**src/hdl/pwr_mgr_consts.svh**
```systemverilog
////////////////////
// wakeup count, axi widths and register offsets
////////////////////
`ifndef PWR_MGR_CONSTS_SVH
`define PWR_MGR_CONSTS_SVH

// number of wakeup sources
`define PWR_NUM_WAKE 4

// axi4-lite bus widths
`define PWR_AXI_AW 4
`define PWR_AXI_DW 32

// register map, word aligned
`define PWR_REG_CTRL    4'h0
`define PWR_REG_WAKE_EN 4'h4
`define PWR_REG_WAKE_ST 4'h8
`define PWR_REG_STATUS  4'hC

`endif

```
**src/hdl/pwr_mgr_pkg.sv**
```systemverilog
////////////////////
// fsm state and power-up cause types
////////////////////
package pwr_mgr_pkg;

  // slow fsm, always-on sequencing
  typedef enum logic [3:0] {
    SlowReset        = 4'd0,
    SlowMainPowerOn  = 4'd1,
    SlowClampOff     = 4'd2,
    SlowClocksOn     = 4'd3,
    SlowReqPwrUp     = 4'd4,
    SlowIdle         = 4'd5,
    SlowAckPwrDn     = 4'd6,
    SlowClocksOff    = 4'd7,
    SlowClampOn      = 4'd8,
    SlowMainPowerOff = 4'd9,
    SlowLowPower     = 4'd10
  } slow_state_e;

  // fast fsm, core reset and low-power entry
  typedef enum logic [1:0] {
    FastLowPower = 2'd0,
    FastActive   = 2'd1,
    FastReqPwrDn = 2'd2
  } fast_state_e;

  // why the domain was last powered up
  typedef enum logic [1:0] {
    Por   = 2'd0,
    Wake  = 2'd1,
    Reset = 2'd2
  } pwrup_cause_e;

endpackage

```
**src/hdl/pwr_mgr_reg_pkg.sv**
```systemverilog
////////////////////
// register select and axi response types
////////////////////
package pwr_mgr_reg_pkg;

  // decoded register targets
  typedef enum logic [2:0] {
    RegCtrl   = 3'd0,
    RegWakeEn = 3'd1,
    RegWakeSt = 3'd2,
    RegStatus = 3'd3,
    RegNone   = 3'd4
  } reg_sel_e;

  // axi4-lite response codes in use
  typedef enum logic [1:0] {
    Okay   = 2'b00,
    SlvErr = 2'b10
  } axi_resp_e;

endpackage

```
**src/hdl/pwr_mgr_regs.sv**
```systemverilog
////////////////////
// axi4-lite slave with control, wakeup and status registers
////////////////////
`timescale 1ns/1ps
`include "pwr_mgr_consts.svh"

module pwr_mgr_regs (
  input  logic                       clk_i,
  input  logic                       rst_ni,
  // axi4-lite write channels
  input  logic [`PWR_AXI_AW-1:0]     awaddr_i,
  input  logic                       awvalid_i,
  output logic                       awready_o,
  input  logic [`PWR_AXI_DW-1:0]     wdata_i,
  input  logic [`PWR_AXI_DW/8-1:0]   wstrb_i,
  input  logic                       wvalid_i,
  output logic                       wready_o,
  output pwr_mgr_reg_pkg::axi_resp_e bresp_o,
  output logic                       bvalid_o,
  input  logic                       bready_i,
  // axi4-lite read channels
  input  logic [`PWR_AXI_AW-1:0]     araddr_i,
  input  logic                       arvalid_i,
  output logic                       arready_o,
  output logic [`PWR_AXI_DW-1:0]     rdata_o,
  output pwr_mgr_reg_pkg::axi_resp_e rresp_o,
  output logic                       rvalid_o,
  input  logic                       rready_i,
  // hardware side
  input  logic                       lp_entered_i,
  input  logic [`PWR_NUM_WAKE-1:0]   wake_st_i,
  input  pwr_mgr_pkg::pwrup_cause_e  pwrup_cause_i,
  input  logic                       rst_req_i,
  input  logic                       fsm_invalid_i,
  output logic                       lp_hint_o,
  output logic                       main_pd_n_o,
  output logic                       core_clk_lp_o,
  output logic                       io_clk_lp_o,
  output logic [`PWR_NUM_WAKE-1:0]   wake_en_o,
  output logic [`PWR_NUM_WAKE-1:0]   wake_clr_o,
  output logic                       clr_req_o
);
  import pwr_mgr_reg_pkg::*;

  // pending write, held while bvalid is up
  reg_sel_e               wr_sel_q;
  logic [`PWR_AXI_DW-1:0] wr_data_q;
  logic                   wr_be_q;
  logic                   bvalid_q;
  axi_resp_e              bresp_q;
  // read response
  logic                   rvalid_q;
  axi_resp_e              rresp_q;
  logic [`PWR_AXI_DW-1:0] rdata_q;
  logic [`PWR_AXI_DW-1:0] rdata_d;
  reg_sel_e               wr_sel;
  reg_sel_e               rd_sel;
  // register state
  logic [3:0]             ctrl_q;
  logic [`PWR_NUM_WAKE-1:0] wake_en_q;
  logic                   wr_accept;
  logic                   rd_accept;
  logic                   b_fire;
  logic                   wr_commit;

  function automatic reg_sel_e decode(input logic [`PWR_AXI_AW-1:0] addr);
    case (addr)
      `PWR_REG_CTRL:    return RegCtrl;
      `PWR_REG_WAKE_EN: return RegWakeEn;
      `PWR_REG_WAKE_ST: return RegWakeSt;
      `PWR_REG_STATUS:  return RegStatus;
      default:          return RegNone;
    endcase
  endfunction

  ////////////////////
  // handshakes
  ////////////////////

  // aw and w taken together, only with no response outstanding
  assign wr_accept = awvalid_i & wvalid_i & ~bvalid_q;
  assign awready_o = wr_accept;
  assign wready_o  = wr_accept;
  assign rd_accept = arvalid_i & ~rvalid_q;
  assign arready_o = rd_accept;

  assign b_fire    = bvalid_q & bready_i;
  // registers update on the b handshake, only byte 0 holds fields
  assign wr_commit = b_fire & wr_be_q;

  assign wr_sel = decode(awaddr_i);
  assign rd_sel = decode(araddr_i);

  always_ff @(posedge clk_i or negedge rst_ni) begin
    if (!rst_ni) begin
      bvalid_q <= 1'b0;
      bresp_q  <= Okay;
      rvalid_q <= 1'b0;
      rresp_q  <= Okay;
    end else begin
      if (wr_accept) begin
        bvalid_q <= 1'b1;
        bresp_q  <= (wr_sel == RegNone) ? SlvErr : Okay;
      end else if (b_fire) begin
        bvalid_q <= 1'b0;
      end
      if (rd_accept) begin
        rvalid_q <= 1'b1;
        rresp_q  <= (rd_sel == RegNone) ? SlvErr : Okay;
      end else if (rvalid_q && rready_i) begin
        rvalid_q <= 1'b0;
      end
    end
  end

  // payload capture
  always_ff @(posedge clk_i) begin
    if (wr_accept) begin
      wr_sel_q  <= wr_sel;
      wr_data_q <= wdata_i;
      wr_be_q   <= wstrb_i[0];
    end
    if (rd_accept) begin
      rdata_q <= rdata_d;
    end
  end

  ////////////////////
  // register state
  ////////////////////

  always_ff @(posedge clk_i or negedge rst_ni) begin
    if (!rst_ni) begin
      // main_pd_n set, everything else clear
      ctrl_q    <= 4'h2;
      wake_en_q <= '0;
    end else begin
      if (wr_commit && wr_sel_q == RegCtrl) begin
        ctrl_q <= wr_data_q[3:0];
      end
      // fast fsm consumed the hint
      if (lp_entered_i) begin
        ctrl_q[0] <= 1'b0;
      end
      if (wr_commit && wr_sel_q == RegWakeEn) begin
        wake_en_q <= wr_data_q[`PWR_NUM_WAKE-1:0];
      end
    end
  end

  // write-one-to-clear pulses
  assign wake_clr_o = (wr_commit && wr_sel_q == RegWakeSt) ?
                      wr_data_q[`PWR_NUM_WAKE-1:0] : '0;
  assign clr_req_o  = wr_commit & (wr_sel_q == RegStatus) & wr_data_q[0];

  // read mux, unmapped reads as zero
  always_comb begin
    rdata_d = '0;
    case (rd_sel)
      RegCtrl:   rdata_d[3:0] = ctrl_q;
      RegWakeEn: rdata_d[`PWR_NUM_WAKE-1:0] = wake_en_q;
      RegWakeSt: rdata_d[`PWR_NUM_WAKE-1:0] = wake_st_i;
      RegStatus: begin
        rdata_d[0]   = rst_req_i;
        rdata_d[1]   = fsm_invalid_i;
        rdata_d[5:4] = pwrup_cause_i;
      end
      default:   rdata_d = '0;
    endcase
  end

  assign bvalid_o = bvalid_q;
  assign bresp_o  = bresp_q;
  assign rvalid_o = rvalid_q;
  assign rresp_o  = rresp_q;
  assign rdata_o  = rdata_q;

  assign lp_hint_o     = ctrl_q[0];
  assign main_pd_n_o   = ctrl_q[1];
  assign core_clk_lp_o = ctrl_q[2];
  assign io_clk_lp_o   = ctrl_q[3];
  assign wake_en_o     = wake_en_q;

endmodule

```
**src/hdl/pwr_wake_detect.sv**
```systemverilog
////////////////////
// one wakeup source detector
////////////////////
`timescale 1ns/1ps

module pwr_wake_detect (
  input  logic clk_i,
  input  logic rst_ni,
  input  logic wake_req_i,
  input  logic en_i,
  input  logic clr_i,
  output logic wake_lvl_o,
  output logic wake_st_o
);

  logic [1:0] sync_q;
  logic       st_q;

  // two-flop synchronizer for the async request
  always_ff @(posedge clk_i or negedge rst_ni) begin
    if (!rst_ni) begin
      sync_q <= '0;
    end else begin
      sync_q <= {sync_q[0], wake_req_i};
    end
  end

  // only enabled sources count
  assign wake_lvl_o = sync_q[1] & en_i;

  // sticky status, set beats clear
  always_ff @(posedge clk_i or negedge rst_ni) begin
    if (!rst_ni) begin
      st_q <= 1'b0;
    end else if (wake_lvl_o) begin
      st_q <= 1'b1;
    end else if (clr_i) begin
      st_q <= 1'b0;
    end
  end

  assign wake_st_o = st_q;

endmodule

```
**src/hdl/pwr_slow_fsm.sv**
```systemverilog
////////////////////
// slow fsm for power sequencing and power-good monitor
////////////////////
`timescale 1ns/1ps
`include "pwr_mgr_consts.svh"

module pwr_slow_fsm (
  input  logic                      clk_i,
  input  logic                      rst_ni,
  input  logic [`PWR_NUM_WAKE-1:0]  wake_lvl_i,
  // low-power configuration
  input  logic                      main_pd_n_i,
  input  logic                      core_clk_lp_i,
  input  logic                      io_clk_lp_i,
  input  logic                      clr_req_i,
  // analog feedback
  input  logic                      main_pok_i,
  input  logic                      core_clk_val_i,
  input  logic                      io_clk_val_i,
  // fast fsm handshakes
  input  logic                      ack_pwrup_i,
  input  logic                      req_pwrdn_i,
  output logic                      req_pwrup_o,
  output logic                      ack_pwrdn_o,
  // status
  output pwr_mgr_pkg::pwrup_cause_e pwrup_cause_o,
  output logic                      rst_req_o,
  output logic                      fsm_invalid_o,
  // analog controls
  output logic                      main_pd_no,
  output logic                      pwr_clamp_o,
  output logic                      core_clk_en_o,
  output logic                      io_clk_en_o
);
  import pwr_mgr_pkg::*;

  slow_state_e  state_q, state_d;
  pwrup_cause_e cause_q, cause_d;
  logic         req_pwrup_q, req_pwrup_d;
  logic         ack_pwrdn_q, ack_pwrdn_d;
  // analog controls are all flopped, no glitches toward the domain
  logic         pd_nq, pd_nd;
  logic         clamp_q, clamp_d;
  logic         core_en_q, io_en_q;
  logic         fsm_invalid_q, fsm_invalid_d;
  logic         clk_active;
  logic         core_en_lp, io_en_lp;
  logic         all_clks_valid, all_clks_invalid;
  logic         wakeup;
  // power-good capture and monitor
  logic [2:0]   pok_q;
  logic         main_pok_st;
  logic         set_mon;
  logic         mon_q;
  logic         rst_req_q;

  assign wakeup = |wake_lvl_i;

  // low-power clock state, forced off when power is cut
  assign core_en_lp = main_pd_n_i & core_clk_lp_i;
  assign io_en_lp   = main_pd_n_i & io_clk_lp_i;

  assign all_clks_valid   = core_clk_val_i & io_clk_val_i;
  // clocks meant to stop must read invalid, others bypass
  assign all_clks_invalid = (core_en_lp | ~core_clk_val_i) & (io_en_lp | ~io_clk_val_i);

  always_ff @(posedge clk_i or negedge rst_ni) begin
    if (!rst_ni) begin
      state_q       <= SlowReset;
      cause_q       <= Por;
      req_pwrup_q   <= 1'b0;
      ack_pwrdn_q   <= 1'b0;
      pd_nq         <= 1'b1;
      clamp_q       <= 1'b1;
      core_en_q     <= 1'b0;
      io_en_q       <= 1'b0;
      fsm_invalid_q <= 1'b0;
    end else begin
      state_q       <= state_d;
      cause_q       <= cause_d;
      req_pwrup_q   <= req_pwrup_d;
      ack_pwrdn_q   <= ack_pwrdn_d;
      pd_nq         <= pd_nd;
      clamp_q       <= clamp_d;
      // invalid fsm keeps clocks running so the core can be reset
      core_en_q     <= fsm_invalid_q | clk_active | core_en_lp;
      io_en_q       <= fsm_invalid_q | clk_active | io_en_lp;
      fsm_invalid_q <= fsm_invalid_d;
    end
  end

  ////////////////////
  // sequencing
  ////////////////////

  always_comb begin
    state_d       = state_q;
    cause_d       = cause_q;
    req_pwrup_d   = req_pwrup_q;
    ack_pwrdn_d   = ack_pwrdn_q;
    pd_nd         = pd_nq;
    clamp_d       = clamp_q;
    fsm_invalid_d = fsm_invalid_q;
    clk_active    = 1'b0;
    set_mon       = 1'b0;

    case (state_q)
      SlowReset: begin
        cause_d = Por;
        state_d = SlowMainPowerOn;
      end
      SlowLowPower: begin
        // a pending reset request powers up like a wakeup
        if (wakeup || rst_req_q) begin
          cause_d = rst_req_q ? Reset : Wake;
          state_d = SlowMainPowerOn;
        end
      end
      SlowMainPowerOn: begin
        pd_nd = 1'b1;
        if (main_pok_st) begin
          set_mon = 1'b1;
          state_d = SlowClampOff;
        end
      end
      SlowClampOff: begin
        clamp_d = 1'b0;
        state_d = SlowClocksOn;
      end
      SlowClocksOn: begin
        clk_active = 1'b1;
        if (all_clks_valid) begin
          state_d = SlowReqPwrUp;
        end
      end
      SlowReqPwrUp: begin
        clk_active  = 1'b1;
        req_pwrup_d = 1'b1;
        // previous power-down round must be fully closed
        if (ack_pwrup_i && !req_pwrdn_i) begin
          req_pwrup_d = 1'b0;
          state_d     = SlowIdle;
        end
      end
      SlowIdle: begin
        clk_active = 1'b1;
        if (req_pwrdn_i && !ack_pwrup_i) begin
          state_d = SlowAckPwrDn;
        end
      end
      SlowAckPwrDn: begin
        clk_active  = 1'b1;
        ack_pwrdn_d = 1'b1;
        if (!req_pwrdn_i) begin
          ack_pwrdn_d = 1'b0;
          state_d     = SlowClocksOff;
        end
      end
      SlowClocksOff: begin
        if (all_clks_invalid) begin
          state_d = SlowClampOn;
        end
      end
      SlowClampOn: begin
        // clamp only if power is going away
        clamp_d = ~main_pd_n_i;
        state_d = SlowMainPowerOff;
      end
      SlowMainPowerOff: begin
        pd_nd = main_pd_n_i;
        // done once power is gone, or when it was meant to stay
        if (!main_pok_st || main_pd_n_i) begin
          state_d = SlowLowPower;
        end
      end
      default: begin
        // unreachable encoding, cut power behind the clamp
        fsm_invalid_d = 1'b1;
        pd_nd         = 1'b0;
        clamp_d       = 1'b1;
      end
    endcase
  end

  ////////////////////
  // power-good monitor
  ////////////////////

  // capture flop then two-flop synchronizer
  always_ff @(posedge clk_i or negedge rst_ni) begin
    if (!rst_ni) begin
      pok_q <= '0;
    end else begin
      pok_q <= {pok_q[1:0], main_pok_i};
    end
  end

  assign main_pok_st = pok_q[2];

  // armed at power-on, disarmed once power-down is intended
  always_ff @(posedge clk_i or negedge rst_ni) begin
    if (!rst_ni) begin
      mon_q <= 1'b0;
    end else if (!pd_nd && mon_q) begin
      mon_q <= 1'b0;
    end else if (set_mon) begin
      mon_q <= 1'b1;
    end
  end

  // sticky until software clears it
  always_ff @(posedge clk_i or negedge rst_ni) begin
    if (!rst_ni) begin
      rst_req_q <= 1'b0;
    end else if (clr_req_i) begin
      rst_req_q <= 1'b0;
    end else if (mon_q && !main_pok_st) begin
      rst_req_q <= 1'b1;
    end
  end

  assign req_pwrup_o   = req_pwrup_q;
  assign ack_pwrdn_o   = ack_pwrdn_q;
  assign pwrup_cause_o = cause_q;
  assign rst_req_o     = rst_req_q;
  assign fsm_invalid_o = fsm_invalid_q;
  assign main_pd_no    = pd_nq;
  assign pwr_clamp_o   = clamp_q;
  assign core_clk_en_o = core_en_q;
  assign io_clk_en_o   = io_en_q;

endmodule

```
**src/hdl/pwr_fast_fsm.sv**
```systemverilog
////////////////////
// fast fsm for core reset and low-power entry
////////////////////
`timescale 1ns/1ps

module pwr_fast_fsm (
  input  logic clk_i,
  input  logic rst_ni,
  input  logic req_pwrup_i,
  input  logic ack_pwrdn_i,
  input  logic lp_hint_i,
  input  logic cpu_sleep_i,
  input  logic rst_req_i,
  output logic ack_pwrup_o,
  output logic req_pwrdn_o,
  output logic lp_entered_o,
  output logic rst_core_no
);
  import pwr_mgr_pkg::*;

  fast_state_e state_q, state_d;
  logic        ack_pwrup_q, ack_pwrup_d;
  logic        req_pwrdn_q, req_pwrdn_d;
  logic        rst_core_nq, rst_core_nd;
  logic        lp_enter;

  always_ff @(posedge clk_i or negedge rst_ni) begin
    if (!rst_ni) begin
      state_q     <= FastLowPower;
      ack_pwrup_q <= 1'b0;
      req_pwrdn_q <= 1'b0;
      rst_core_nq <= 1'b0;
    end else begin
      state_q     <= state_d;
      ack_pwrup_q <= ack_pwrup_d;
      req_pwrdn_q <= req_pwrdn_d;
      rst_core_nq <= rst_core_nd;
    end
  end

  always_comb begin
    state_d     = state_q;
    ack_pwrup_d = ack_pwrup_q;
    req_pwrdn_d = req_pwrdn_q;
    // core held in reset unless active and settled
    rst_core_nd = 1'b0;
    lp_enter    = 1'b0;

    case (state_q)
      FastLowPower: begin
        if (req_pwrup_i) begin
          ack_pwrup_d = 1'b1;
          state_d     = FastActive;
        end
      end
      FastActive: begin
        if (ack_pwrup_q) begin
          // close the power-up handshake first
          if (!req_pwrup_i) begin
            ack_pwrup_d = 1'b0;
          end
        end else if (lp_hint_i && cpu_sleep_i) begin
          lp_enter    = 1'b1;
          req_pwrdn_d = 1'b1;
          state_d     = FastReqPwrDn;
        end else begin
          // power loss keeps the core in reset
          rst_core_nd = ~rst_req_i;
        end
      end
      FastReqPwrDn: begin
        if (ack_pwrdn_i) begin
          req_pwrdn_d = 1'b0;
          state_d     = FastLowPower;
        end
      end
      default: begin
        state_d = FastLowPower;
      end
    endcase
  end

  assign ack_pwrup_o  = ack_pwrup_q;
  assign req_pwrdn_o  = req_pwrdn_q;
  assign lp_entered_o = lp_enter;
  assign rst_core_no  = rst_core_nq;

endmodule

```
**src/hdl/pwr_mgr.sv**
```systemverilog
////////////////////
// power manager top, registers, detectors and both fsms
////////////////////
`timescale 1ns/1ps
`include "pwr_mgr_consts.svh"

module pwr_mgr (
  input  logic                       clk_i,
  input  logic                       rst_ni,
  // axi4-lite slave
  input  logic [`PWR_AXI_AW-1:0]     awaddr_i,
  input  logic                       awvalid_i,
  output logic                       awready_o,
  input  logic [`PWR_AXI_DW-1:0]     wdata_i,
  input  logic [`PWR_AXI_DW/8-1:0]   wstrb_i,
  input  logic                       wvalid_i,
  output logic                       wready_o,
  output pwr_mgr_reg_pkg::axi_resp_e bresp_o,
  output logic                       bvalid_o,
  input  logic                       bready_i,
  input  logic [`PWR_AXI_AW-1:0]     araddr_i,
  input  logic                       arvalid_i,
  output logic                       arready_o,
  output logic [`PWR_AXI_DW-1:0]     rdata_o,
  output pwr_mgr_reg_pkg::axi_resp_e rresp_o,
  output logic                       rvalid_o,
  input  logic                       rready_i,
  // system inputs
  input  logic [`PWR_NUM_WAKE-1:0]   wake_req_i,
  input  logic                       cpu_sleep_i,
  input  logic                       main_pok_i,
  input  logic                       core_clk_val_i,
  input  logic                       io_clk_val_i,
  // analog and reset controls
  output logic                       main_pd_no,
  output logic                       pwr_clamp_o,
  output logic                       core_clk_en_o,
  output logic                       io_clk_en_o,
  output logic                       rst_core_no
);
  import pwr_mgr_pkg::*;

  logic [`PWR_NUM_WAKE-1:0] wake_en, wake_clr, wake_st, wake_lvl;
  logic         lp_hint, lp_entered;
  logic         main_pd_n, core_clk_lp, io_clk_lp;
  logic         clr_req, rst_req, fsm_invalid;
  pwrup_cause_e pwrup_cause;
  // fsm handshakes
  logic         req_pwrup, ack_pwrup, req_pwrdn, ack_pwrdn;

  pwr_mgr_regs u_regs (
    .clk_i,
    .rst_ni,
    .awaddr_i,
    .awvalid_i,
    .awready_o,
    .wdata_i,
    .wstrb_i,
    .wvalid_i,
    .wready_o,
    .bresp_o,
    .bvalid_o,
    .bready_i,
    .araddr_i,
    .arvalid_i,
    .arready_o,
    .rdata_o,
    .rresp_o,
    .rvalid_o,
    .rready_i,
    .lp_entered_i  (lp_entered),
    .wake_st_i     (wake_st),
    .pwrup_cause_i (pwrup_cause),
    .rst_req_i     (rst_req),
    .fsm_invalid_i (fsm_invalid),
    .lp_hint_o     (lp_hint),
    .main_pd_n_o   (main_pd_n),
    .core_clk_lp_o (core_clk_lp),
    .io_clk_lp_o   (io_clk_lp),
    .wake_en_o     (wake_en),
    .wake_clr_o    (wake_clr),
    .clr_req_o     (clr_req)
  );

  // one detector per wakeup source
  for (genvar i = 0; i < `PWR_NUM_WAKE; i++) begin : g_wake
    pwr_wake_detect u_wake (
      .clk_i,
      .rst_ni,
      .wake_req_i (wake_req_i[i]),
      .en_i       (wake_en[i]),
      .clr_i      (wake_clr[i]),
      .wake_lvl_o (wake_lvl[i]),
      .wake_st_o  (wake_st[i])
    );
  end

  pwr_slow_fsm u_slow_fsm (
    .clk_i,
    .rst_ni,
    .wake_lvl_i    (wake_lvl),
    .main_pd_n_i   (main_pd_n),
    .core_clk_lp_i (core_clk_lp),
    .io_clk_lp_i   (io_clk_lp),
    .clr_req_i     (clr_req),
    .main_pok_i,
    .core_clk_val_i,
    .io_clk_val_i,
    .ack_pwrup_i   (ack_pwrup),
    .req_pwrdn_i   (req_pwrdn),
    .req_pwrup_o   (req_pwrup),
    .ack_pwrdn_o   (ack_pwrdn),
    .pwrup_cause_o (pwrup_cause),
    .rst_req_o     (rst_req),
    .fsm_invalid_o (fsm_invalid),
    .main_pd_no,
    .pwr_clamp_o,
    .core_clk_en_o,
    .io_clk_en_o
  );

  pwr_fast_fsm u_fast_fsm (
    .clk_i,
    .rst_ni,
    .req_pwrup_i  (req_pwrup),
    .ack_pwrdn_i  (ack_pwrdn),
    .lp_hint_i    (lp_hint),
    .cpu_sleep_i,
    .rst_req_i    (rst_req),
    .ack_pwrup_o  (ack_pwrup),
    .req_pwrdn_o  (req_pwrdn),
    .lp_entered_o (lp_entered),
    .rst_core_no
  );

endmodule

```
**config.mk**
```make
export PLATFORM = sky130hd
export DESIGN_NAME = pwr_mgr
export DESIGN_NICKNAME = d
export VERILOG_FILES = /design/src/hdl/pwr_mgr_pkg.sv /design/src/hdl/pwr_mgr_reg_pkg.sv /design/src/hdl/pwr_mgr_regs.sv /design/src/hdl/pwr_wake_detect.sv /design/src/hdl/pwr_slow_fsm.sv /design/src/hdl/pwr_fast_fsm.sv /design/src/hdl/pwr_mgr.sv
export VERILOG_INCLUDE_DIRS = /design/src /design/src/hdl
export SDC_FILE = /design/constraint.sdc
export NUM_CORES = 1
export LEC_CHECK = 0
export BUFFER_PORTS_ARGS = -buffer_cell sky130_fd_sc_hd__buf_2
export CAP_MARGIN = 5
export CORE_ASPECT_RATIO = 1.2
export CORE_UTILIZATION = 40
export DETAILED_ROUTE_END_ITERATION = 8
export GPL_TIMING_DRIVEN = 0
export MAX_ROUTING_LAYER = met4
export PLACE_DENSITY = 0.72
export SETUP_SLACK_MARGIN = 0.1
export SLEW_MARGIN = 30
export SYNTH_ARGS = -nofsm -noshare
export SYNTH_HDL_FRONTEND = slang
export SYNTH_SLANG_ARGS = --single-unit
```
**constraint.sdc**
```tcl
create_clock -name clk_i -period 2.15 [get_ports clk_i]
set_clock_uncertainty 0.2 [all_clocks]
set_input_delay 0.43 -clock clk_i [delete_from_list [all_inputs] [get_ports clk_i]]
set_output_delay 0.43 -clock clk_i [all_outputs]
set_load 0.005 [all_outputs]
```
# Word-level counts from Yosys, hierarchy flattened

Index checks and enable logic that the tools add are counted.

Eq/ne operators: 38
Mux-type cells: 63
Bitwise operators: 26
Reductions and logical operators: 44

Operators with widths:

| operator                                      | number |
|---|---|
| case mux 4 bit (11 select lines)              | 1 |
| two-way mux 4 bit                             | 9 |
| two-way mux 1 bit                             | 35 |
| == test 4 bit, second input constant          | 7 |
| == test 4 x 3 -> 1 bit, second input constant | 6 |
| case mux 3 bit (4 select lines)               | 2 |
| nonzero test 2 bit                            | 12 |
| OR reduction 9 bit                            | 2 |
| two-way mux 2 bit                             | 8 |
| != test 2 x 1 -> 1 bit, second input constant | 8 |
| AND 1 bit                                     | 15 |
| == test 3 x 2 -> 1 bit, second input constant | 4 |
| logical NOT 4 bit                             | 3 |
| case mux 2 bit (3 select lines)               | 2 |
| nonzero test 11 bit                           | 1 |
| OR reduction 11 bit                           | 1 |
| logical AND 1 bit                             | 9 |
| AND reduction 9 bit                           | 1 |
| == test 4 x 2 -> 1 bit, second input constant | 2 |
| != test 2 bit, second input constant          | 4 |
| case mux 2 bit (4 select lines)               | 1 |
| AND reduction 4 bit                           | 2 |
| OR reduction 4 bit                            | 2 |
| == test 3 x 1 -> 1 bit, second input constant | 2 |
| other kinds (14)                              | 32 |

Register bits after elaboration: 63
Bits of input ports: 59
Output and inout port bits: 46
Logic and storage cells: 207

# Longest topological paths before layout

Gate-level depths: netlist of run 1.

Depth in word-level cells: 6
Depth in mapped cells: 6
Gate-level depth less buffers: 5

# Cells and area by module

A second synthesis of run 1 with hierarchy kept.

Cell total of the unflattened synthesis: 253
Area total of the unflattened synthesis: 2,891.5 um2

Modules (own cells, without submodules):

| module          | times used | cells an instance | area each (um2) | seq. area each (um2) |
|---|---|---|---|---|
| pwr_mgr_regs    | 1          | 110               | 1,350.0         | 721.9 |
| pwr_slow_fsm    | 1          | 98                | 947.2           | 452.9 |
| pwr_wake_detect | 4          | 6                 | 95.1            | 75.1 |
| pwr_fast_fsm    | 1          | 21                | 214.0           | 125.1 |

# Least setup slack after synthesis of run 1

No wires, ideal clock.

Path type: register to register
From: register u_slow_fsm.state_q[1]
To: register u_slow_fsm.state_q[0]
Library setup time: 125 ps
Arrival time: 1,529 ps
Data required time: 1,825 ps
Setup slack: 296 ps
Cell stages (with the launch flop): 6
Buffers on the path: 0
Period minus slack after synthesis: 1,854 ps
Cells stage by stage: dfrtp_1 > or4b_4 > o22ai_2 > a21oi_2 > o31a_4 > mux2_4

Word-level cells in the longest chain between the ends: 3
Elaborated cells on any way between the ends: 22
Classes of those cells: eq/ne (18); mux (1); reduce/logical (3)

Ends and longest elaborated chain:

| item                                                        | line                | source |
|---|---|---|
| start, declared                                             | pwr_slow_fsm.sv:37  | `slow_state_e state_q, state_d;` |
| start signal, assigned                                      | pwr_slow_fsm.sv:69  | `state_q <= SlowReset;` |
| start signal, assigned                                      | pwr_slow_fsm.sv:79  | `state_q <= state_d;` |
| == test 4 x 2 -> 1 bit, or another cell as far along        | pwr_slow_fsm.sv:107 | `case (state_q)` |
| nonzero test 11 bit (no line), or another cell as far along | n/a                 |  |
| AND reduction 9 bit (no line)                               | n/a                 |  |

Several ways; a longest one is shown, not always the timed one.
A chain may end at the register's enable or synchronous reset.

# Worst setup path in the final report of run 1

From: register u_slow_fsm.state_q[3]
To: register u_slow_fsm.state_q[0]

Same word-level chain as after synthesis.

==> impl_summary.txt, run 1 <==
----------------------------------------------------
[Synth]
  Main flop type after synthesis ... dfrtp_1
  Post-synthesis mux area share ... 0.0684
  Biggest area consumer among synthesized cells ... dfrtp_1
  Syn_area_per_cell ... 11.4 sq um
  Fraction of registers with async set/reset ... 0.770
  Synth Area in XOR/XNOR ... 0.00313
  Simple-Gate Fraction of Synth Area ... 0.136
  Syn Inst Count ... between 200 and 250
  Count of cell types in the netlist ... 47
  Combinational family with the most area after synthesis ... simple AND/OR/NAND/NOR gates
  Adder-cell share of the synthesized area ... 0
  Share of the synthesized area in compound gates (AO/OA/AOI/OAI) ... 0.121
  Share of Yosys cell area claimed by the top area cell type ... 0.393
  Number of warnings reported in the yosys synthesis log ... 0
  Post-synthesis instance area ... ~0.0028 sq mm
  EDFF count, synth ... 14
  Leading cell types by total area after synthesis ... dfrtp_1 39%, edfxtp_1 15%, buf_4 7.8%
  Part of the Yosys area used for sequential elements ... 0.572
  Synthesis-stage register bit count ... 61

[Timing]
  TNS Setup ... 0 ns
  Worst hold slack after final layout ... slightly above 0.06 ns
  Fin. max-slew vios ... 0
  Headroom to the max-slew limit ... 0.611
  Worst Max-Slew Pin Slew ... approximately 0.58 ns
  Hold Vio Cnt, Final ... 0
  Top achievable clock speed ... about 510 MHz
  Number of endpoints failing setup at the final stage ... 0
  Setup repair after global routing missed its margin ... false
  Worst Setup Slack, final ... about 0.19 ns
  Clock period minus worst slack ... around 2.0 ns
  Fin crit share ... 0.910

[Routing]
  Antenna viol nets, final ... 0
  DR DRC count ... 0
  Iteration-0 DRC count of the detailed router ... approximately 100
  Via count ... 2,021
  Drt wl/cell ... between 10 and 15 um
  Drt via density ... 4.70
  Total wire length ... ~5300 um
  First-pass detailed-route iteration total ... 7

[Die]
  Area of the die ... 0.00734 sq mm
  Placeable Area ... about 0.0068 sq mm
  Placement Rows ... 33
  Die Ht ... between 90 and 100 um
  IO Count ... 105
  Initial standard-cell utilization of the core ... 0.411
  Die width ... roughly 78 um

[CTS]
  Number of buffers added by the clock tree synthesis step ... 9
  CTS tree ... done
  CTS H-tree lvls ... 3
  Clk root buf ... clkbuf_8
  Clock latency on the worst-skew pair ... roughly 0.33 ns
  Number of buffers on the longest clock path ... 2
  Post-CTS clock slew at the launch and capture registers of the worst setup and hold paths ... approximately 0.060 ns
  Total clock sinks ... 61

[Global routing]
  Overflow after GRT ... 0
  Number of global-route vias before repair ... 1,888
  Pin count of the biggest net entering global routing ... between 40 and 50
  Initial antenna violation count ... 0
  Aggregate global-route resource usage ... 0.158
  Global-route wire length before repair ... ~8500 um

[Cells and area]
  Most common cell after layout, fill and taps aside ... buf_2
  Most frequent cells in the layout ... 47 x buf_2, 44 x dfrtp_1, 35 x buf_4
  Fraction of layout instances using a drive strength above 1 ... 0.344
  Area growth from synthesis to final layout ... 25.1%
  Multi-input gate area ... 0.00103 sq mm
  Register area ... between 0.0015 and 0.002 sq mm
  Utilization after layout ... 0.514
  Post-layout instance area ... around 0.0035 sq mm
  Number of nets in the final layout ... ~400
  Filler cells ... roughly 610
  Final antenna diode count ... 0

[Worst setup path]
  R2r setup slk ... 0.19 ns
  Required time of the critical path ... about 2.2 ns
  Max FO, Critical Path ... 10
  Critical path class ... flip-flop to flip-flop
  Type of element capturing the critical path ... flip-flop
  Worst path arrival time ... ~2.0 ns
  Critical path launch point type ... flip-flop

[Placed design]
  Count of input and output buffers ... 44
  Pre-CTS setup slack ... between 0.15 and 0.2 ns
  Placed Instance Area ... about 0.0032 sq mm
  Final RePlAce weighted congestion ... between 0.7 and 0.8
  Detailed Place HPWL ... 3790 um

[Run status]
  Result of the run ... finished clean

[Power and ir drop]
  Static Leak ... around 1.6 nW
  Power per Cell Area ... 1020 mW/mm^2
  Max IR drop VDD ... about 0.47 mV

[Hold path]
  Hold/Removal Path Class ... input pin to flip-flop

[Flow run]
  Maximum Capacitance Violations ... 0

----------------------------------------------------
## power breakdown
group	total, mW	switching, mW	leakage (nW)	internal, mW
registers	1.59	0.174	0.677	1.41
clock network	0.848	0.400	0.0844	0.447
logic	1.13	0.585	0.872	0.542
## path summary, 6_finish.rpt
check	startpoint	endpoint	cells after the start
worst min-delay path	rready_i	u_regs.rvalid_o$_DFFE_PN0P_	2
min in group asynchronous	rst_ni	u_regs.rvalid_o$_DFFE_PN0P_	2
worst max-delay path	u_slow_fsm.state_q[3]$_DFFE_PN0P_	u_slow_fsm.state_q[0]$_DFFE_PN0P_	6
worst max register to register	u_slow_fsm.state_q[3]$_DFFE_PN0P_	u_slow_fsm.state_q[0]$_DFFE_PN0P_	6
worst min register to register	g_wake[0].u_wake.sync_q[0]$_DFF_PN0_	g_wake[0].u_wake.sync_q[1]$_DFF_PN0_	0
max in group asynchronous	rst_ni	u_slow_fsm.rst_req_o$_DFFE_PN0P_	2
## cells in the mapped netlist (2+ instances only)
cell type  instances
a211oi_1           2
a21o_1             2
a21oi_1           17
a22o_1             4
a22oi_1            2
and2_1             4
and4_1             2
buf_2              4
buf_4             29
dfrtp_1           44
dfstp_2            3
edfxtp_1          14
inv_1              9
mux2_2             9
mux2i_1            3
mux4_2             2
nand2_1           21
nand2b_1           5
nand3_1            2
nor2_1            20
nor2b_1            7
nor3_1             8
o21ai_0            7
o2bb2ai_1          2
## worst max-delay path: stages (launching register included)
cell	delay, ns
dfrtp_1	0.41
buf_2	0.20
nor2_1	0.17
a31oi_2	0.14
a21oi_2	0.23
o31a_4	0.20
mux2_4	0.29
## stage by stage
stage,power [mW],cells
finish,3.56,430
global placement,2.65,403
global route,3.78,430
CTS,3.56,425
floorplan,2.39,272
detailed placement,2.69,403
## final cells by class
cell class	instances	area share
Tap cell	87	0.0311
Sequential cell	61	0.457
Timing Repair Buffer	55	0.0915
Clock buffer	14	0.0436
Clock inverter	2	0.00286
Inverter	9	0.0104
Multi-Input combinational cell	168	0.294
Buffer	34	0.0690
## flip-flops by register name, summed over array words and instances, names as in the netlist, 2 cells and up
register                  flops
u_fast_fsm.state_q            2
u_slow_fsm.state_q            4
u_regs.wr_data_q              4
u_regs.wr_sel_q               3
u_slow_fsm.pwrup_cause_o      2
g_wake.u_wake.wake_st_o       4
g_wake.u_wake.sync_q          8
u_regs.ctrl_q                 4
u_regs.rdata_o                6
u_slow_fsm.pok_q              3
u_regs.wake_en_o              4
## what timing repair did
item | 4_1_cts | 5_1_grt
pin swaps | 0 | 0
gates resized for setup | 2 | 2
hold buffers | 6 | 0
endpoints found under the setup margin | 2 | 2
buffers inserted | 0 | 5
hold endpoints to repair | 49 | 0
## routing by layer
metal / up-vias / part of all wire / global-route usage
met5: - / 0 / -
li1: 993 / - / -
met4: 0 / 0.030 / 0.0988
met2: 77 / 0.49 / 0.246
met1: 937 / 0.43 / 0.183
met3: 14 / 0.052 / 0.0410
## cell families (layout without fill, tap and decap cells)
group / Yosys count / in the layout
AOI/OAI and AO/OA: 48 / 48
xor gates and xnor gates: 1 / 1
buffers and inverters: 43 / 114
DFF: 61 / 61
muxes: 15 / 15
other: 1 / 28
and+or+nand+nor: 76 / 76
Power figures use the tool's default switching activity.
==> inputs of run 2 (changes only) <==
--- a/config.mk
+++ b/config.mk
@@ -7,13 +7,12 @@
 export NUM_CORES = 1
 export LEC_CHECK = 0
 export BUFFER_PORTS_ARGS = -buffer_cell sky130_fd_sc_hd__buf_2
-export CAP_MARGIN = 5
 export CORE_ASPECT_RATIO = 1.2
-export CORE_UTILIZATION = 40
+export CORE_UTILIZATION = 44
 export DETAILED_ROUTE_END_ITERATION = 8
 export GPL_TIMING_DRIVEN = 0
 export MAX_ROUTING_LAYER = met4
-export PLACE_DENSITY = 0.72
+export PLACE_DENSITY = 0.81
 export SETUP_SLACK_MARGIN = 0.1
 export SLEW_MARGIN = 30
 export SYNTH_ARGS = -nofsm -noshare
==> constraint.sdc (replaced) <==
create_clock -name clk_i -period 1.7 [get_ports clk_i]
set_clock_uncertainty 0.2 [all_clocks]
set_input_delay 0.34 -clock clk_i [delete_from_list [all_inputs] [get_ports clk_i]]
set_output_delay 0.34 -clock clk_i [all_outputs]
set_load 0.005 [all_outputs]
==> run 2 against run 1 <==
  * The flow now finishes with violations (negative setup slack)
  * Non-clock buffer count rose by 18
  * Die area fell by 8.9%
  * Sequential power rose by 28%
  * Register-to-register slack got worse by 0.45 ns
  * Design area rose by 9.6%
  * Sequential cell count did not move
  * Combinational power rose by 71%
  * Utilization rose by 12 points
  * Total power rose by 42%
  * Final cell count rose by 3.0%
  * Via count rose by 7.3%
  * Critical endpoint unchanged
  * Largest cell class unchanged
==> impl_summary.txt, run 2 (synthesized netlist as in run 1, its figures left out) <==
----------------------------------------------------
[Power and ir drop]
  Static Leak ... 1.78 nW (was 1.63 nW)
  Overall Power ... 5.06 mW (was 3.56 mW)
  Logic pwr share ... 0.381 (was 0.317)
  Fraction of power spent switching nets ... 0.342 (was 0.326)
  Power per Cell Area ... 1320 mW/mm^2 (was 1020 mW/mm^2)
  Max IR drop VDD ... 0.740 mV (was 0.467 mV)
  Relative contribution of sequential cells to total power ... 0.401 (was 0.445)
  Clock share of power ... 0.219 (was 0.238)
  Net load switching power ... 1.73 mW (was 1.16 mW)
  Internal ... 3.33 mW (was 2.40 mW)

[CTS]
  CTS tree ... done (unchanged)
  CTS H-tree lvls ... 3 (unchanged)
  Number of buffers on the longest clock path ... 2 (unchanged)
  Post-CTS clock slew at the launch and capture registers of the worst setup and hold paths ... 0.07 ns (was 0.06 ns)
  Total clock sinks ... 61 (unchanged)
  Clock latency on the worst-skew pair ... 0.34 ns (was 0.33 ns)
  Number of buffers added by the clock tree synthesis step ... 9 (unchanged)
  Clk root buf ... clkbuf_8 (unchanged)

[Hold path]
  End point of the most critical hold path ... u_regs.bvalid_o$_DFFE_PN0P_ (was u_regs.rvalid_o$_DFFE_PN0P_)
  Hold/Removal Path Class ... input pin to flip-flop (unchanged)
  Worst hold path startpoint ... bready_i (was rready_i)
  Number of stages on the worst hold path ... 2 (unchanged)

[Worst setup path]
  Critical path class ... flip-flop to flip-flop (unchanged)
  R2r setup slk ... -0.26 ns (was 0.19 ns)
  Worst path arrival time ... 1.98 ns (was 1.97 ns)
  R2r startpoint ... u_slow_fsm.state_q[1]$_DFFE_PN0P_ (was u_slow_fsm.state_q[3]$_DFFE_PN0P_)
  Critical path launch point type ... flip-flop (unchanged)
  Required time of the critical path ... 1.72 ns (was 2.17 ns)
  Type of element capturing the critical path ... flip-flop (unchanged)
  Worst reg2reg path endpoint ... u_slow_fsm.state_q[0]$_DFFE_PN0P_ (unchanged)
  R2R depth ... 5 (was 6)
  Max FO, Critical Path ... 3 (was 10)
  Worst setup path start ... u_slow_fsm.state_q[1]$_DFFE_PN0P_ (was u_slow_fsm.state_q[3]$_DFFE_PN0P_)

[Routing]
  Total wire length ... 6040 um (was 5250 um)
  Iteration-0 DRC count of the detailed router ... 177 (was 98)
  Antenna viol nets, final ... 0 (unchanged)
  First-pass detailed-route iteration total ... 4 (was 7)
  DR DRC count ... 0 (unchanged)
  Drt via density ... 4.89 (was 4.70)
  Drt wl/cell ... 13.6 um (was 12.2 um)
  Via count ... 2,168 (was 2,021)

[Die]
  IO Count ... 105 (unchanged)
  Die width ... 74.8 um (was 78.4 um)
  Area of the die ... 0.00669 sq mm (was 0.00734 sq mm)
  Placement Rows ... 31 (was 33)
  Initial standard-cell utilization of the core ... 0.460 (was 0.411)
  Placeable Area ... 0.00609 sq mm (was 0.00681 sq mm)
  Die Ht ... 89.4 um (was 93.6 um)

[Placed design]
  Count of input and output buffers ... 44 (unchanged)
  Detailed Place HPWL ... 3760 um (was 3790 um)
  Final RePlAce weighted congestion ... 0.909 (was 0.792)
  Pre-CTS setup slack ... -0.247 ns (was 0.194 ns)

[Timing]
  Worst hold slack after final layout ... 0.0470 ns (was 0.0624 ns)
  Hold Vio Cnt, Final ... 0 (unchanged)
  Worst Setup Slack, final ... -0.260 ns (was 0.193 ns)
  Top achievable clock speed ... 510 MHz (was 511 MHz)
  Number of endpoints failing setup at the final stage ... 6 (was 0)
  TNS Setup ... -0.995 ns (was 0 ns)
  Fin crit share ... 1.15 (was 0.910)
  Worst Max-Slew Pin Slew ... 0.583 ns (was 0.578 ns)
  Headroom to the max-slew limit ... 0.611 (about the same)
  Setup repair after global routing missed its margin ... true (was false)
  Clock period minus worst slack ... 1.96 ns (about the same)
  Fin. max-slew vios ... 0 (unchanged)

[Cells and area]
  Filler cells ... 469 (was 605)
  Register name with the most flops ... g_wake.u_wake.sync_q (unchanged)
  Fraction of layout instances using a drive strength above 1 ... 0.427 (was 0.344)
  Most frequent cells in the layout ... 45 x buf_4, 43 x buf_2, 43 x dfrtp_1 (was 47 x buf_2, 44 x dfrtp_1, 35 x buf_4)
  Area growth from synthesis to final layout ... 37.1% (was 25.1%)
  Final antenna diode count ... 0 (unchanged)
  Flip-flop count of the largest register after layout ... 8 (unchanged)
  Number of nets in the final layout ... 415 (was 397)
  Most common cell after layout, fill and taps aside ... buf_4 (was buf_2)

[Global routing]
  Aggregate global-route resource usage ... 0.202 (was 0.158)
  Number of global-route vias before repair ... 2,014 (was 1,888)
  Global-route wire length before repair ... 9430 um (was 8500 um)
  Pin count of the biggest net entering global routing ... 48 (unchanged)
  Initial antenna violation count ... 0 (unchanged)
  Overflow after GRT ... 0 (unchanged)

[Run status]
  Result of the run ... finished with violations (was finished clean)
  Violations in the final reports ... negative setup slack

[Flow run]
  Maximum Capacitance Violations ... 0 (unchanged)

----------------------------------------------------
[run 2: layout make-up]
class	count	area [sq um]	area share
Sequential cell	61	1600	0.417
Multi-Input combinational cell	168	1180	0.308
Buffer	34	258	0.0671
Clock buffer	11	141	0.0368
Inverter	9	36.3	0.00945
Tap cell	82	103	0.0267
Clock inverter	5	26.3	0.00684
Timing Repair Buffer	73	490	0.128
[run 2: worst max-delay path by stage]
stage | to | slack [ns] | cells after the start
6_report | u_slow_fsm.state_q[0]$_DFFE_PN0P_ | -0.26 | 5
5_1_grt | u_slow_fsm.state_q[0]$_DFFE_PN0P_ | -0.29 | 5
4_1_cts | u_slow_fsm.state_q[0]$_DFFE_PN0P_ | -0.21 | 5
3_5_place_dp | u_slow_fsm.state_q[0]$_DFFE_PN0P_ | -0.25 | 6
3_3_place_gp | u_slow_fsm.state_q[0]$_DFFE_PN0P_ | -0.23 | 5
2_1_floorplan | u_slow_fsm.state_q[0]$_DFFE_PN0P_ | -0.15 | 5
[run 2: layer usage]
layer	routed length, um	vias to the layer above	GRT usage
met3	322	8	0.0609
li1	-	1038	-
met5	0	-	-
met4	75	0	0.0806
met2	3260	83	0.328
met1	2380	1039	0.232
[run 2: worst max-delay path, cell delays in order (launching register included)]
cell	delay, ns
dfrtp_1	0.41
or4b_4	0.58
o22ai_4	0.17
a21oi_2	0.07
o31a_4	0.13
mux2_4	0.29
[run 2: stage by stage]
stage                     utilization  instance area (sq um)  std cells
after floorplan                     -                   2910        272
after global placement          0.532                   3240        398
after detailed placement        0.532                   3240        398
after CTS                       0.611                   3720        435
after global routing            0.630                   3840        443
final                           0.630                   3840        443
[run 2: timing repair]
| action | in CTS | in global routing |
|---|---|---|
| setup endpoints to repair | 23 | 26 |
| endpoints found under the hold margin | 55 | 0 |
| pin swaps | 6 | 3 |
| gates resized for setup | 31 | 16 |
| hold buffers | 12 | 0 |
| setup buffers | 9 | 8 |
[run 2: power by group through the flow]
stage / Combinational [mW] / Sequential (mW) / Clock, mW
after CTS: 1.71 / 2.00 / 1.12
after global routing: 2.09 / 2.06 / 1.20
final: 1.93 / 2.03 / 1.11
after floorplan: 1.07 / 1.96 / 0
after global placement: 1.32 / 2.01 / 0
after detailed placement: 1.37 / 2.02 / 0
